--- src/source/cpu_pkg.sv ---
package cpu_pkg;

	localparam int WORD_W = 16;
	localparam int PC_W = 32;
	localparam int REG_ADDR_W = 3;

	typedef logic [WORD_W-1:0] word_t;
	typedef logic [PC_W-1:0] pc_t;
	typedef logic [15:0] instr_t;
	typedef logic [REG_ADDR_W-1:0] reg_addr_t;

	// opcodes 12 to 15 are not assigned and trap as illegal.
	typedef enum logic [3:0] {
		OP_NOP = 4'd0,
		OP_MOV,
		OP_ADD,
		OP_SUB,
		OP_AND,
		OP_OR,
		OP_LDI,
		OP_LDD,
		OP_STD,
		OP_JZ,
		OP_JMP,
		OP_OUT = 4'd11
	} opcode_t;

	typedef enum logic [2:0] {
		CAUSE_NONE = 3'd0,
		CAUSE_ILLEGAL_OP = 3'd1,
		CAUSE_MEM_ADDR = 3'd2
	} cause_t;

	typedef enum logic [1:0] {
		FWD_NONE,
		FWD_MEM,
		FWD_WB
	} fwd_sel_t;

	localparam int OPCODE_MSB = 15;
	localparam int OPCODE_LSB = 12;
	localparam int RDST_MSB = 11;
	localparam int RDST_LSB = 9;
	localparam int RSRC_MSB = 8;
	localparam int RSRC_LSB = 6;
	localparam int IMM_MSB = 8;
	localparam int IMM_LSB = 0;

	// true for every operation that writes rdst in write-back.
	function automatic logic writes_reg(opcode_t op);
		return op inside {OP_MOV, OP_ADD, OP_SUB, OP_AND, OP_OR, OP_LDI, OP_LDD};
	endfunction

endpackage
--- src/source/cpu_top.sv ---
`timescale 1ns/1ps

module cpu_top #(
	parameter cpu_pkg::pc_t RESET_ADDR = '0,
	parameter cpu_pkg::pc_t HANDLER_ADDR = 32'h100,
	parameter int unsigned DMEM_DEPTH = 256
) (
	input  logic clk,
	input  logic arst_n,
	output cpu_pkg::pc_t instr_addr,
	input  cpu_pkg::instr_t instr,
	output cpu_pkg::word_t out_data,
	output logic out_valid,
	output cpu_pkg::pc_t epc,
	output cpu_pkg::cause_t cause
);

	cpu_pkg::instr_t id_instr;
	cpu_pkg::pc_t id_pc;
	cpu_pkg::opcode_t ex_op;
	cpu_pkg::reg_addr_t ex_rdst;
	cpu_pkg::reg_addr_t ex_rsrc;
	cpu_pkg::word_t ex_a;
	cpu_pkg::word_t ex_b;
	cpu_pkg::word_t ex_imm;
	cpu_pkg::pc_t ex_pc;
	cpu_pkg::opcode_t mem_op;
	cpu_pkg::reg_addr_t mem_rdst;
	cpu_pkg::word_t mem_result;
	cpu_pkg::word_t mem_addr;
	cpu_pkg::pc_t mem_pc;
	cpu_pkg::opcode_t wb_op;
	logic wb_we;
	cpu_pkg::reg_addr_t wb_rdst;
	cpu_pkg::word_t wb_data;
	cpu_pkg::fwd_sel_t fwd_a;
	cpu_pkg::fwd_sel_t fwd_b;
	cpu_pkg::pc_t jump_target;
	logic stall;
	logic jump;
	logic illegal;
	logic addr_fault;
	logic exc_redirect;
	logic flush_id;
	logic flush_ex;
	logic flush_mem;

	fetch_stage #(.RESET_ADDR(RESET_ADDR), .HANDLER_ADDR(HANDLER_ADDR)) u_fetch (
		.clk(clk), .arst_n(arst_n), .instr_addr(instr_addr), .instr(instr),
		.stall(stall), .jump(jump), .jump_target(jump_target),
		.exc_redirect(exc_redirect), .flush_id(flush_id),
		.id_instr(id_instr), .id_pc(id_pc)
	);

	decode_stage u_decode (
		.clk(clk), .arst_n(arst_n), .id_instr(id_instr), .id_pc(id_pc),
		.stall(stall), .flush_ex(flush_ex), .jump(jump),
		.wb_we(wb_we), .wb_rdst(wb_rdst), .wb_data(wb_data), .illegal(illegal),
		.ex_op(ex_op), .ex_rdst(ex_rdst), .ex_rsrc(ex_rsrc), .ex_a(ex_a),
		.ex_b(ex_b), .ex_imm(ex_imm), .ex_pc(ex_pc)
	);

	execute_stage u_execute (
		.clk(clk), .arst_n(arst_n), .ex_op(ex_op), .ex_rdst(ex_rdst), .ex_a(ex_a),
		.ex_b(ex_b), .ex_imm(ex_imm), .ex_pc(ex_pc), .fwd_a(fwd_a), .fwd_b(fwd_b),
		.wb_data(wb_data), .flush_mem(flush_mem), .jump(jump), .jump_target(jump_target),
		.mem_op(mem_op), .mem_rdst(mem_rdst), .mem_result(mem_result),
		.mem_addr(mem_addr), .mem_pc(mem_pc)
	);

	memory_writeback #(.DMEM_DEPTH(DMEM_DEPTH)) u_memwb (
		.clk(clk), .arst_n(arst_n), .mem_op(mem_op), .mem_rdst(mem_rdst),
		.mem_result(mem_result), .mem_addr(mem_addr), .mem_pc(mem_pc),
		.addr_fault(addr_fault), .wb_op(wb_op), .wb_we(wb_we), .wb_rdst(wb_rdst),
		.wb_data(wb_data), .out_valid(out_valid), .out_data(out_data)
	);

	hazard_unit u_hazard (
		.id_instr(id_instr), .ex_op(ex_op), .ex_rdst(ex_rdst), .ex_rsrc(ex_rsrc),
		.mem_op(mem_op), .mem_rdst(mem_rdst), .wb_we(wb_we), .wb_rdst(wb_rdst),
		.fwd_a(fwd_a), .fwd_b(fwd_b), .stall(stall)
	);

	exception_unit u_exception (
		.clk(clk), .arst_n(arst_n), .illegal(illegal), .id_pc(id_pc),
		.addr_fault(addr_fault), .mem_pc(mem_pc), .exc_redirect(exc_redirect),
		.flush_id(flush_id), .flush_ex(flush_ex), .flush_mem(flush_mem),
		.epc(epc), .cause(cause)
	);

endmodule

--- src/source/exception_unit.sv ---
`timescale 1ns/1ps

module exception_unit (
	input  logic clk,
	input  logic arst_n,
	input  logic illegal,
	input  cpu_pkg::pc_t id_pc,
	input  logic addr_fault,
	input  cpu_pkg::pc_t mem_pc,
	output logic exc_redirect,
	output logic flush_id,
	output logic flush_ex,
	output logic flush_mem,
	output cpu_pkg::pc_t epc,
	output cpu_pkg::cause_t cause
);

	// a fault in MEM is older than anything in ID, so it takes priority.
	assign exc_redirect = addr_fault || illegal;
	assign flush_id = exc_redirect;
	assign flush_ex = exc_redirect;
	assign flush_mem = addr_fault;

	always_ff @(posedge clk or negedge arst_n) begin
		if (!arst_n) begin
			epc <= '0;
			cause <= cpu_pkg::CAUSE_NONE;
		end else if (addr_fault) begin
			epc <= mem_pc;
			cause <= cpu_pkg::CAUSE_MEM_ADDR;
		end else if (illegal) begin
			epc <= id_pc;
			cause <= cpu_pkg::CAUSE_ILLEGAL_OP;
		end
	end

endmodule

--- src/source/hazard_unit.sv ---
`timescale 1ns/1ps

module hazard_unit (
	input  cpu_pkg::instr_t id_instr,
	input  cpu_pkg::opcode_t ex_op,
	input  cpu_pkg::reg_addr_t ex_rdst,
	input  cpu_pkg::reg_addr_t ex_rsrc,
	input  cpu_pkg::opcode_t mem_op,
	input  cpu_pkg::reg_addr_t mem_rdst,
	input  logic wb_we,
	input  cpu_pkg::reg_addr_t wb_rdst,
	output cpu_pkg::fwd_sel_t fwd_a,
	output cpu_pkg::fwd_sel_t fwd_b,
	output logic stall
);

	cpu_pkg::opcode_t id_op;
	cpu_pkg::reg_addr_t id_rdst;
	cpu_pkg::reg_addr_t id_rsrc;
	logic uses_rdst;
	logic uses_rsrc;
	logic mem_fwd_ok;

	assign id_op = cpu_pkg::opcode_t'(id_instr[cpu_pkg::OPCODE_MSB:cpu_pkg::OPCODE_LSB]);
	assign id_rdst = id_instr[cpu_pkg::RDST_MSB:cpu_pkg::RDST_LSB];
	assign id_rsrc = id_instr[cpu_pkg::RSRC_MSB:cpu_pkg::RSRC_LSB];

	assign uses_rdst = id_op inside {cpu_pkg::OP_ADD, cpu_pkg::OP_SUB, cpu_pkg::OP_AND,
		cpu_pkg::OP_OR, cpu_pkg::OP_STD, cpu_pkg::OP_JZ, cpu_pkg::OP_JMP, cpu_pkg::OP_OUT};
	assign uses_rsrc = id_op inside {cpu_pkg::OP_MOV, cpu_pkg::OP_ADD, cpu_pkg::OP_SUB,
		cpu_pkg::OP_AND, cpu_pkg::OP_OR, cpu_pkg::OP_LDD, cpu_pkg::OP_STD};

	// load data is not ready in MEM, so loads only forward from write-back.
	assign mem_fwd_ok = cpu_pkg::writes_reg(mem_op) && (mem_op != cpu_pkg::OP_LDD);

	assign fwd_a = (mem_fwd_ok && mem_rdst == ex_rdst) ? cpu_pkg::FWD_MEM :
		(wb_we && wb_rdst == ex_rdst) ? cpu_pkg::FWD_WB : cpu_pkg::FWD_NONE;
	assign fwd_b = (mem_fwd_ok && mem_rdst == ex_rsrc) ? cpu_pkg::FWD_MEM :
		(wb_we && wb_rdst == ex_rsrc) ? cpu_pkg::FWD_WB : cpu_pkg::FWD_NONE;

	assign stall = (ex_op == cpu_pkg::OP_LDD) &&
		((uses_rdst && id_rdst == ex_rdst) || (uses_rsrc && id_rsrc == ex_rdst));

endmodule

--- src/source/memory_writeback.sv ---
`timescale 1ns/1ps

module memory_writeback #(
	parameter int unsigned DMEM_DEPTH = 256
) (
	input  logic clk,
	input  logic arst_n,
	input  cpu_pkg::opcode_t mem_op,
	input  cpu_pkg::reg_addr_t mem_rdst,
	input  cpu_pkg::word_t mem_result,
	input  cpu_pkg::word_t mem_addr,
	input  cpu_pkg::pc_t mem_pc,
	output logic addr_fault,
	output cpu_pkg::opcode_t wb_op,
	output logic wb_we,
	output cpu_pkg::reg_addr_t wb_rdst,
	output cpu_pkg::word_t wb_data,
	output logic out_valid,
	output cpu_pkg::word_t out_data
);

	localparam int AW = $clog2(DMEM_DEPTH);

	cpu_pkg::word_t dmem [DMEM_DEPTH];
	cpu_pkg::word_t rd_data;
	logic is_access;

	assign is_access = (mem_op == cpu_pkg::OP_LDD) || (mem_op == cpu_pkg::OP_STD);
	assign addr_fault = is_access && (32'(mem_addr) >= DMEM_DEPTH);
	assign rd_data = dmem[mem_addr[AW-1:0]];

	always_ff @(posedge clk) begin
		if (mem_op == cpu_pkg::OP_STD && !addr_fault) begin
			dmem[mem_addr[AW-1:0]] <= mem_result;
		end
	end

	// a faulting access enters write-back as a NOP, so a bad load writes nothing.
	always_ff @(posedge clk or negedge arst_n) begin
		if (!arst_n) begin
			wb_op <= cpu_pkg::OP_NOP;
			wb_rdst <= '0;
			wb_data <= '0;
			out_valid <= 1'b0;
			out_data <= '0;
		end else begin
			wb_op <= addr_fault ? cpu_pkg::OP_NOP : mem_op;
			wb_rdst <= mem_rdst;
			wb_data <= (mem_op == cpu_pkg::OP_LDD) ? rd_data : mem_result;
			out_valid <= (mem_op == cpu_pkg::OP_OUT);
			if (mem_op == cpu_pkg::OP_OUT) begin
				out_data <= mem_result;
			end
		end
	end

	assign wb_we = cpu_pkg::writes_reg(wb_op);

	// the decoder traps opcodes 12 to 15, so none of them may reach this stage.
	a_legal_mem_op: assert property (@(posedge clk) disable iff (!arst_n)
		4'(mem_op) < 4'd12)
		else $error("an illegal opcode reached the memory stage");

endmodule

--- src/source/execute_stage.sv ---
`timescale 1ns/1ps

module execute_stage (
	input  logic clk,
	input  logic arst_n,
	input  cpu_pkg::opcode_t ex_op,
	input  cpu_pkg::reg_addr_t ex_rdst,
	input  cpu_pkg::word_t ex_a,
	input  cpu_pkg::word_t ex_b,
	input  cpu_pkg::word_t ex_imm,
	input  cpu_pkg::pc_t ex_pc,
	input  cpu_pkg::fwd_sel_t fwd_a,
	input  cpu_pkg::fwd_sel_t fwd_b,
	input  cpu_pkg::word_t wb_data,
	input  logic flush_mem,
	output logic jump,
	output cpu_pkg::pc_t jump_target,
	output cpu_pkg::opcode_t mem_op,
	output cpu_pkg::reg_addr_t mem_rdst,
	output cpu_pkg::word_t mem_result,
	output cpu_pkg::word_t mem_addr,
	output cpu_pkg::pc_t mem_pc
);

	cpu_pkg::word_t opa;
	cpu_pkg::word_t opb;
	cpu_pkg::word_t result;
	logic z_flag;

	function automatic cpu_pkg::word_t pick(cpu_pkg::fwd_sel_t sel, cpu_pkg::word_t own,
		cpu_pkg::word_t from_mem, cpu_pkg::word_t from_wb);
		case (sel)
			cpu_pkg::FWD_MEM: return from_mem;
			cpu_pkg::FWD_WB: return from_wb;
			default: return own;
		endcase
	endfunction

	// operand a is the rdst value and operand b the rsrc value.
	assign opa = pick(fwd_a, ex_a, mem_result, wb_data);
	assign opb = pick(fwd_b, ex_b, mem_result, wb_data);

	always_comb begin
		case (ex_op)
			cpu_pkg::OP_MOV: result = opb;
			cpu_pkg::OP_ADD: result = opa + opb;
			cpu_pkg::OP_SUB: result = opa - opb;
			cpu_pkg::OP_AND: result = opa & opb;
			cpu_pkg::OP_OR: result = opa | opb;
			cpu_pkg::OP_LDI: result = ex_imm;
			// store data and the output value both come from rdst.
			cpu_pkg::OP_STD, cpu_pkg::OP_OUT: result = opa;
			default: result = '0;
		endcase
	end

	assign jump = (ex_op == cpu_pkg::OP_JMP) || (ex_op == cpu_pkg::OP_JZ && z_flag);
	assign jump_target = {16'd0, opa};

	// an instruction squashed by a memory fault must leave Z alone.
	always_ff @(posedge clk or negedge arst_n) begin
		if (!arst_n) begin
			z_flag <= 1'b0;
		end else if (!flush_mem && ex_op inside {cpu_pkg::OP_ADD, cpu_pkg::OP_SUB,
			cpu_pkg::OP_AND, cpu_pkg::OP_OR}) begin
			z_flag <= (result == '0);
		end
	end

	always_ff @(posedge clk or negedge arst_n) begin
		if (!arst_n) begin
			mem_op <= cpu_pkg::OP_NOP;
			mem_rdst <= '0;
			mem_result <= '0;
			mem_addr <= '0;
			mem_pc <= '0;
		end else begin
			mem_op <= flush_mem ? cpu_pkg::OP_NOP : ex_op;
			mem_rdst <= ex_rdst;
			mem_result <= result;
			mem_addr <= opb;
			mem_pc <= ex_pc;
		end
	end

endmodule

--- src/source/decode_stage.sv ---
`timescale 1ns/1ps

module decode_stage (
	input  logic clk,
	input  logic arst_n,
	input  cpu_pkg::instr_t id_instr,
	input  cpu_pkg::pc_t id_pc,
	input  logic stall,
	input  logic flush_ex,
	input  logic jump,
	input  logic wb_we,
	input  cpu_pkg::reg_addr_t wb_rdst,
	input  cpu_pkg::word_t wb_data,
	output logic illegal,
	output cpu_pkg::opcode_t ex_op,
	output cpu_pkg::reg_addr_t ex_rdst,
	output cpu_pkg::reg_addr_t ex_rsrc,
	output cpu_pkg::word_t ex_a,
	output cpu_pkg::word_t ex_b,
	output cpu_pkg::word_t ex_imm,
	output cpu_pkg::pc_t ex_pc
);

	logic [3:0] op_bits;
	cpu_pkg::reg_addr_t f_rdst;
	cpu_pkg::reg_addr_t f_rsrc;
	cpu_pkg::word_t f_imm;
	cpu_pkg::word_t rd_a;
	cpu_pkg::word_t rd_b;
	cpu_pkg::word_t regs [8];

	assign op_bits = id_instr[cpu_pkg::OPCODE_MSB:cpu_pkg::OPCODE_LSB];
	assign f_rdst = id_instr[cpu_pkg::RDST_MSB:cpu_pkg::RDST_LSB];
	assign f_rsrc = id_instr[cpu_pkg::RSRC_MSB:cpu_pkg::RSRC_LSB];
	assign f_imm = {7'd0, id_instr[cpu_pkg::IMM_MSB:cpu_pkg::IMM_LSB]};

	// an instruction that a taken jump squashes never raises an exception.
	assign illegal = (op_bits >= 4'd12) && !jump;

	always_ff @(posedge clk) begin
		if (wb_we) begin
			regs[wb_rdst] <= wb_data;
		end
	end

	// Reads see the value being written back in the same cycle.
	assign rd_a = (wb_we && wb_rdst == f_rdst) ? wb_data : regs[f_rdst];
	assign rd_b = (wb_we && wb_rdst == f_rsrc) ? wb_data : regs[f_rsrc];

	always_ff @(posedge clk or negedge arst_n) begin
		if (!arst_n) begin
			ex_op <= cpu_pkg::OP_NOP;
			ex_rdst <= '0;
			ex_rsrc <= '0;
			ex_a <= '0;
			ex_b <= '0;
			ex_imm <= '0;
			ex_pc <= '0;
		end else begin
			// a bubble only needs the opcode cleared.
			if (stall || flush_ex || jump) begin
				ex_op <= cpu_pkg::OP_NOP;
			end else begin
				ex_op <= cpu_pkg::opcode_t'(op_bits);
			end
			ex_rdst <= f_rdst;
			ex_rsrc <= f_rsrc;
			ex_a <= rd_a;
			ex_b <= rd_b;
			ex_imm <= f_imm;
			ex_pc <= id_pc;
		end
	end

endmodule

--- src/source/fetch_stage.sv ---
`timescale 1ns/1ps

module fetch_stage #(
	parameter cpu_pkg::pc_t RESET_ADDR = '0,
	parameter cpu_pkg::pc_t HANDLER_ADDR = 32'h100
) (
	input  logic clk,
	input  logic arst_n,
	output cpu_pkg::pc_t instr_addr,
	input  cpu_pkg::instr_t instr,
	input  logic stall,
	input  logic jump,
	input  cpu_pkg::pc_t jump_target,
	input  logic exc_redirect,
	input  logic flush_id,
	output cpu_pkg::instr_t id_instr,
	output cpu_pkg::pc_t id_pc
);

	// the exception redirect has the last word, then a taken jump, then the stall.
	always_ff @(posedge clk or negedge arst_n) begin
		if (!arst_n) begin
			instr_addr <= RESET_ADDR;
		end else if (exc_redirect) begin
			instr_addr <= HANDLER_ADDR;
		end else if (jump) begin
			instr_addr <= jump_target;
		end else if (!stall) begin
			instr_addr <= instr_addr + 32'd1;
		end
	end

	// an all-zero instruction word decodes as NOP.
	always_ff @(posedge clk or negedge arst_n) begin
		if (!arst_n) begin
			id_instr <= '0;
			id_pc <= '0;
		end else if (flush_id || jump) begin
			id_instr <= '0;
			id_pc <= '0;
		end else if (!stall) begin
			id_instr <= instr;
			id_pc <= instr_addr;
		end
	end

	// a redirect must never leave a stalled instruction held in IF/ID.
	a_redirect_clears_ifid: assert property (@(posedge clk) disable iff (!arst_n)
		exc_redirect |=> id_instr == '0)
		else $error("IF/ID kept an instruction across an exception redirect");

endmodule

--- config.mk ---
export PLATFORM = sky130hd
export DESIGN_NAME = cpu_top
export DESIGN_NICKNAME = d
export VERILOG_FILES = /design/src/source/cpu_pkg.sv /design/src/source/cpu_top.sv /design/src/source/exception_unit.sv /design/src/source/hazard_unit.sv /design/src/source/memory_writeback.sv /design/src/source/execute_stage.sv /design/src/source/decode_stage.sv /design/src/source/fetch_stage.sv
export SDC_FILE = /design/constraint.sdc
export NUM_CORES = 2
export LEC_CHECK = 0
export BUFFER_PORTS_ARGS = -buffer_cell sky130_fd_sc_hd__buf_2
export CELL_PAD_IN_SITES_DETAIL_PLACEMENT = 2
export CELL_PAD_IN_SITES_GLOBAL_PLACEMENT = 2
export CORE_MARGIN = 8
export CORE_UTILIZATION = 55
export DETAILED_ROUTE_END_ITERATION = 8
export HOLD_SLACK_MARGIN = 0.05
export PLACE_DENSITY = 0.92
export SLEW_MARGIN = 20
export SYNTH_ARGS = -nofsm -noshare
export SYNTH_HDL_FRONTEND = slang
export SYNTH_MEMORY_MAX_BITS = 65536
export SYNTH_SLANG_ARGS = --single-unit
--- constraint.sdc ---
create_clock -name clk -period 13 [get_ports clk]
set_input_delay 1.95 -clock clk [delete_from_list [all_inputs] [get_ports clk]]
set_output_delay 1.95 -clock clk [all_outputs]
set_load 0.03 [all_outputs]
==> results_dict.tcl, run 1 <==
set metrics [dict create \
    synth.yosys.seq_area_share 0.765 \
    synthTopCellsByArea "edfxtp_1 (72%), mux4_2 (17%), dfrtp_1 (4.4%), nor2_1 (0.76%), nand2_1 (0.59%)" \
    failed_stage "detailed placement (3_5_place_dp)" \
    die_h_um 581 \
    rows 207 \
    ys_seq_elements 4530 \
    numPortBuffers 100 \
    status "stopped before the end" \
    yosys_most_used_dff "edfxtp_1" \
    tool.error "[ERROR DPL-0033] detailed placement checks failed during check placement." \
    dp_hpwl_mm 493 \
    synth_cell_types 84 \
    syn_area_um2 176000 \
    synthCells 7875 \
    syn-num-nets 7913 \
    ioPinCount 102 \
    synth_edf_count 4224 \
    initial_core_util 0.553 \
    avgSynthCellArea_um2 22.3 \
    gp_congestion 0.864 \
    yosys_warnings 0 \
    synth_top_area_cell "edfxtp_1" \
    synth_top_area_share 0.722 \
    die_w_um 581 \
    async_flop_share 0.0675 \
]
-- Yosys cell counts, types with 4 or more instances --
| cell | number |
|---|---|
| nand3_1 | 98 |
| xnor2_1 | 42 |
| a21o_1 | 8 |
| o21ai_1 | 7 |
| mux2i_1 | 84 |
| ha_1 | 19 |
| a22oi_1 | 22 |
| nor2_1 | 358 |
| a222oi_1 | 4 |
| buf_1 | 42 |
| o21ai_0 | 98 |
| or4_1 | 5 |
| nor4_1 | 9 |
| clkbuf_1 | 248 |
| nand2b_1 | 19 |
| o211ai_1 | 8 |
| and2_1 | 5 |
| buf_2 | 131 |
| mux4_2 | 1361 |
| nand2_1 | 277 |
| a31oi_1 | 21 |
| a22o_1 | 7 |
| a31oi_2 | 8 |
| o32a_1 | 6 |
| a21oi_1 | 119 |
| nor3b_1 | 10 |
| nand4_1 | 22 |
| o21a_1 | 6 |
| nor3_1 | 48 |
| a32oi_1 | 18 |
| edfxtp_1 | 4224 |
| and3_1 | 10 |
| dfrtp_1 | 306 |
| buf_4 | 14 |
| nor2b_1 | 39 |
| inv_1 | 18 |
| a211oi_1 | 16 |
| mux2_2 | 10 |
| or3_1 | 11 |
| or2_1 | 4 |
| or2_2 | 4 |
| xor2_1 | 27 |
| buf_6 | 18 |
| a311oi_1 | 6 |
-- kinds of logic after synthesis --
kind of cell / Yosys count / share of synthesized area
flops: 4530 / 0.765
mux: 1455 / 0.180
simple gates: 936 / 0.0236
buf+inv: 472 / 0.0121
compound gates: 390 / 0.0143
xor+xnor: 71 / 0.00362
fa+ha+maj: 20 / 0.00147
other cells: 1 / 0.0000213
-- per-stage QoR --
step	cell area, um2	cells	worst slack, ns	hold slack [ns]
floorplan	176000	7875	5.86	0.331
global placement	183000	12100	6.42	0.332
==> run 2, diff against run 1 <==
--- a/config.mk
+++ b/config.mk
@@ -6,13 +6,10 @@
 export NUM_CORES = 2
 export LEC_CHECK = 0
 export BUFFER_PORTS_ARGS = -buffer_cell sky130_fd_sc_hd__buf_2
-export CELL_PAD_IN_SITES_DETAIL_PLACEMENT = 2
-export CELL_PAD_IN_SITES_GLOBAL_PLACEMENT = 2
 export CORE_MARGIN = 8
-export CORE_UTILIZATION = 55
+export CORE_UTILIZATION = 40
 export DETAILED_ROUTE_END_ITERATION = 8
-export HOLD_SLACK_MARGIN = 0.05
-export PLACE_DENSITY = 0.92
+export PLACE_DENSITY_LB_ADDON = 0.15
 export SLEW_MARGIN = 20
 export SYNTH_ARGS = -nofsm -noshare
 export SYNTH_HDL_FRONTEND = slang
==> results_dict.tcl, run 2 <==
set metrics [dict create \
    clkLatencyLatePin_ns 1.02 \
    synth.most_common_cell "edfxtp_1" \
    layout-drive-gt1-share 0.326 \
    grt_pass1_vias 87200 \
    largest_reg_flops 4096 \
    cap_viol_max_count 0 \
    fin_crit_ns 6.48 \
    final_util 0.458 \
    cp_common_cell "o21ai_0" \
    gp_congestion 0.840 \
    fill_cells 36200 \
    numPortBuffers 100 \
    antenna_found_initial 25 \
    syn-num-nets 7913 \
    p_total_mw 46.2 \
    post-cts-setup-buffers 0 \
    min_path_type "register to register" \
    cts.repair.resized 0 \
    yosys_most_used_dff "edfxtp_1" \
    async_flop_share 0.0675 \
    ys_seq_elements 4530 \
    clock_path_buffers 4 \
    path_cells "nor3_1 > a211o_1 > or2_1 > a31oi_1 > inv_2 > ha_1 > nand2_1 > o21ai_0 > xor2_1 > ha_1 > a21o_1 > a31oi_1 > nand3_1 > a221oi_1 > o21ai_0 > o21ai_0 > o21ai_0 > or2_1 > or4_1 > o31ai_2" \
    rows 243 \
    core_um2 438000 \
    vdd_ir_drop_max_mv 0.198 \
    synthTopCellsByArea "edfxtp_1 (72%), mux4_2 (17%), dfrtp_1 (4.4%), nor2_1 (0.76%), nand2_1 (0.59%)" \
    yosys_warnings 0 \
    worst-slew-pin-transition_ns 1.17 \
    critPathMaxFanout 27 \
    cts.clk_slew.worst_paths_ns 0.07 \
    die_h_um 679 \
    dieArea_um2 461000 \
    status "complete, no violations" \
    mostFrequentLayoutCells "edfxtp_1 (4224), mux4_2 (1361), clkbuf_16 (470)" \
    vias_per_cell 5.86 \
    synth_common_cells "edfxtp_1 (4224), mux4_2 (1361), nor2_1 (358)" \
    required_ns 13.92 \
    rsz0062_at_grt "false" \
    cts_tree "yes" \
    synth.yosys.seq_area_share 0.765 \
    setup_viol 0 \
    leakagePower_nw 63.9 \
    cts_made_buffers 467 \
    cpMaxStageDelayCell "or2_1" \
    drt_iter0_markers 9690 \
    hold_viol_final 0 \
    grt_max_degree 209 \
    die_w_um 679 \
    synth_top_area_share 0.722 \
    synth_cell_types 84 \
    initial_core_util 0.401 \
    arrival_ns 7.40 \
    ioPinCount 102 \
    dr.pass1.iters 6 \
    syn_area_um2 176000 \
    max_freq_mhz 154 \
    ff2ff_path_depth 20 \
    endpoint "u_execute.z_flag" \
    synth_top_area_cell "edfxtp_1" \
    detail-route-antenna-nets 0 \
    syn_to_final_growth_pct 14.2 \
    synthCells 7875 \
    tns_ns 0 \
    synth_edf_count 4224 \
    vias 85400 \
    finalMaxSlewViolations 0 \
    holdBufCountCts 0 \
    grt_overflow 0 \
    avgSynthCellArea_um2 22.3 \
    drt_wl_total_mm 495 \
    grt_pass1_wl_mm 693 \
    power_density_nw_per_um2 230 \
    crit_type "register to register" \
    timing.rr.start "u_execute.mem_op[2]" \
    routedWlPerCell_um 34.0 \
    maxSlewHeadroom 0.217 \
    reg2reg_to "u_execute.z_flag" \
    h-tree-depth 5 \
    critPathCaptureType "register" \
    nNetsFinal 8438 \
    cp_slowest_stage_delay_ns 0.71 \
    dp_hpwl_mm 285 \
    crit_start "u_execute.mem_op[2]" \
    final_common_cell "edfxtp_1" \
    grt.total_usage 0.210 \
    cp-start-kind "register" \
    period_share 0.499 \
    drc_errors 0 \
    finClkSkew_ns 0.0616 \
    root_buffer "clkbuf_16" \
    clock_sinks 4530 \
    r2r_slack_ns 6.52 \
]
## run 2: cell counts after synthesis
No cell type changed its count.
## run 2: power by group
| part | leakage [nW] | switching [mW] | internal (mW) |
|---|---|---|---|
| clock | 7.23 | 5.64 | 7.40 |
| sequential | 42.6 | 0.913 | 17.8 |
| combinational | 14.1 | 8.83 | 5.69 |
| total | 63.9 | 15.4 | 30.9 |
## run 2: critical path, delay by kind of cell (launching register included)
kind	cells	cell delay, ns
AO/OA/AOI/OAI	10	3.08
AND/OR/NAND/NOR	6	1.97
adder cells (fa/ha/maj)	2	0.51
flip-flops	1	0.43
XOR/XNOR	1	0.20
buffers and inverters	1	0.19
## run 2: cells by family after synthesis
logic type / after synthesis / synth area share
DFF: 4530 / 0.765
muxes: 1455 / 0.180
and+or+nand+nor: 936 / 0.0236
buffers and inverters: 472 / 0.0121
AOI/OAI and AO/OA: 390 / 0.0143
xor gates and xnor gates: 71 / 0.00362
adders and majority gates: 20 / 0.00147
other: 1 / 0.0000213
## run 2: final cells by class
cell class              count  area (um2)  share of cell area
well taps                5757        7200              0.0359
repair buffers            509        3790              0.0189
clock buffers             603       12400              0.0618
multi-input cells        2873       40100               0.200
clock inverters           264        2460              0.0122
diodes                     10        25.0            0.000125
inverters                  19        71.3            0.000355
flip-flops and latches   4530      135000               0.671
## run 2: worst min-delay path by stage
stage                     slack, ns          startpoint  cells past startpoint              endpoint
final                          0.33  u_decode.ex_pc[15]                      0  u_execute.mem_pc[15]
after global routing           0.34   u_decode.ex_pc[3]                      0   u_execute.mem_pc[3]
after CTS                      0.33  u_decode.ex_pc[15]                      0  u_execute.mem_pc[15]
after detailed placement       0.34  u_decode.ex_pc[27]                      0  u_execute.mem_pc[27]
after global placement         0.33   u_decode.ex_pc[7]                      0   u_execute.mem_pc[7]
after floorplan                0.33   u_decode.ex_pc[0]                      0   u_execute.mem_pc[0]
## run 2: metrics by stage
stage,instance area (um2),hold WS [ns],instances,setup WS [ns]
final,201000,0.334,14600,6.52
after global routing,201000,0.340,14600,5.87
after floorplan,176000,0.331,7875,5.86
after detailed placement,186000,0.336,13700,6.67
after CTS,201000,0.325,14600,6.64
after global placement,186000,0.333,13700,6.47
## run 2: metal layers
layer,global-route usage,part of all wire
met3,0.0432,0.076
met4,0.0530,0.027
met2,0.337,0.48
met5,0,0.000087
met1,0.297,0.42
Power figures use the tool's default switching activity.
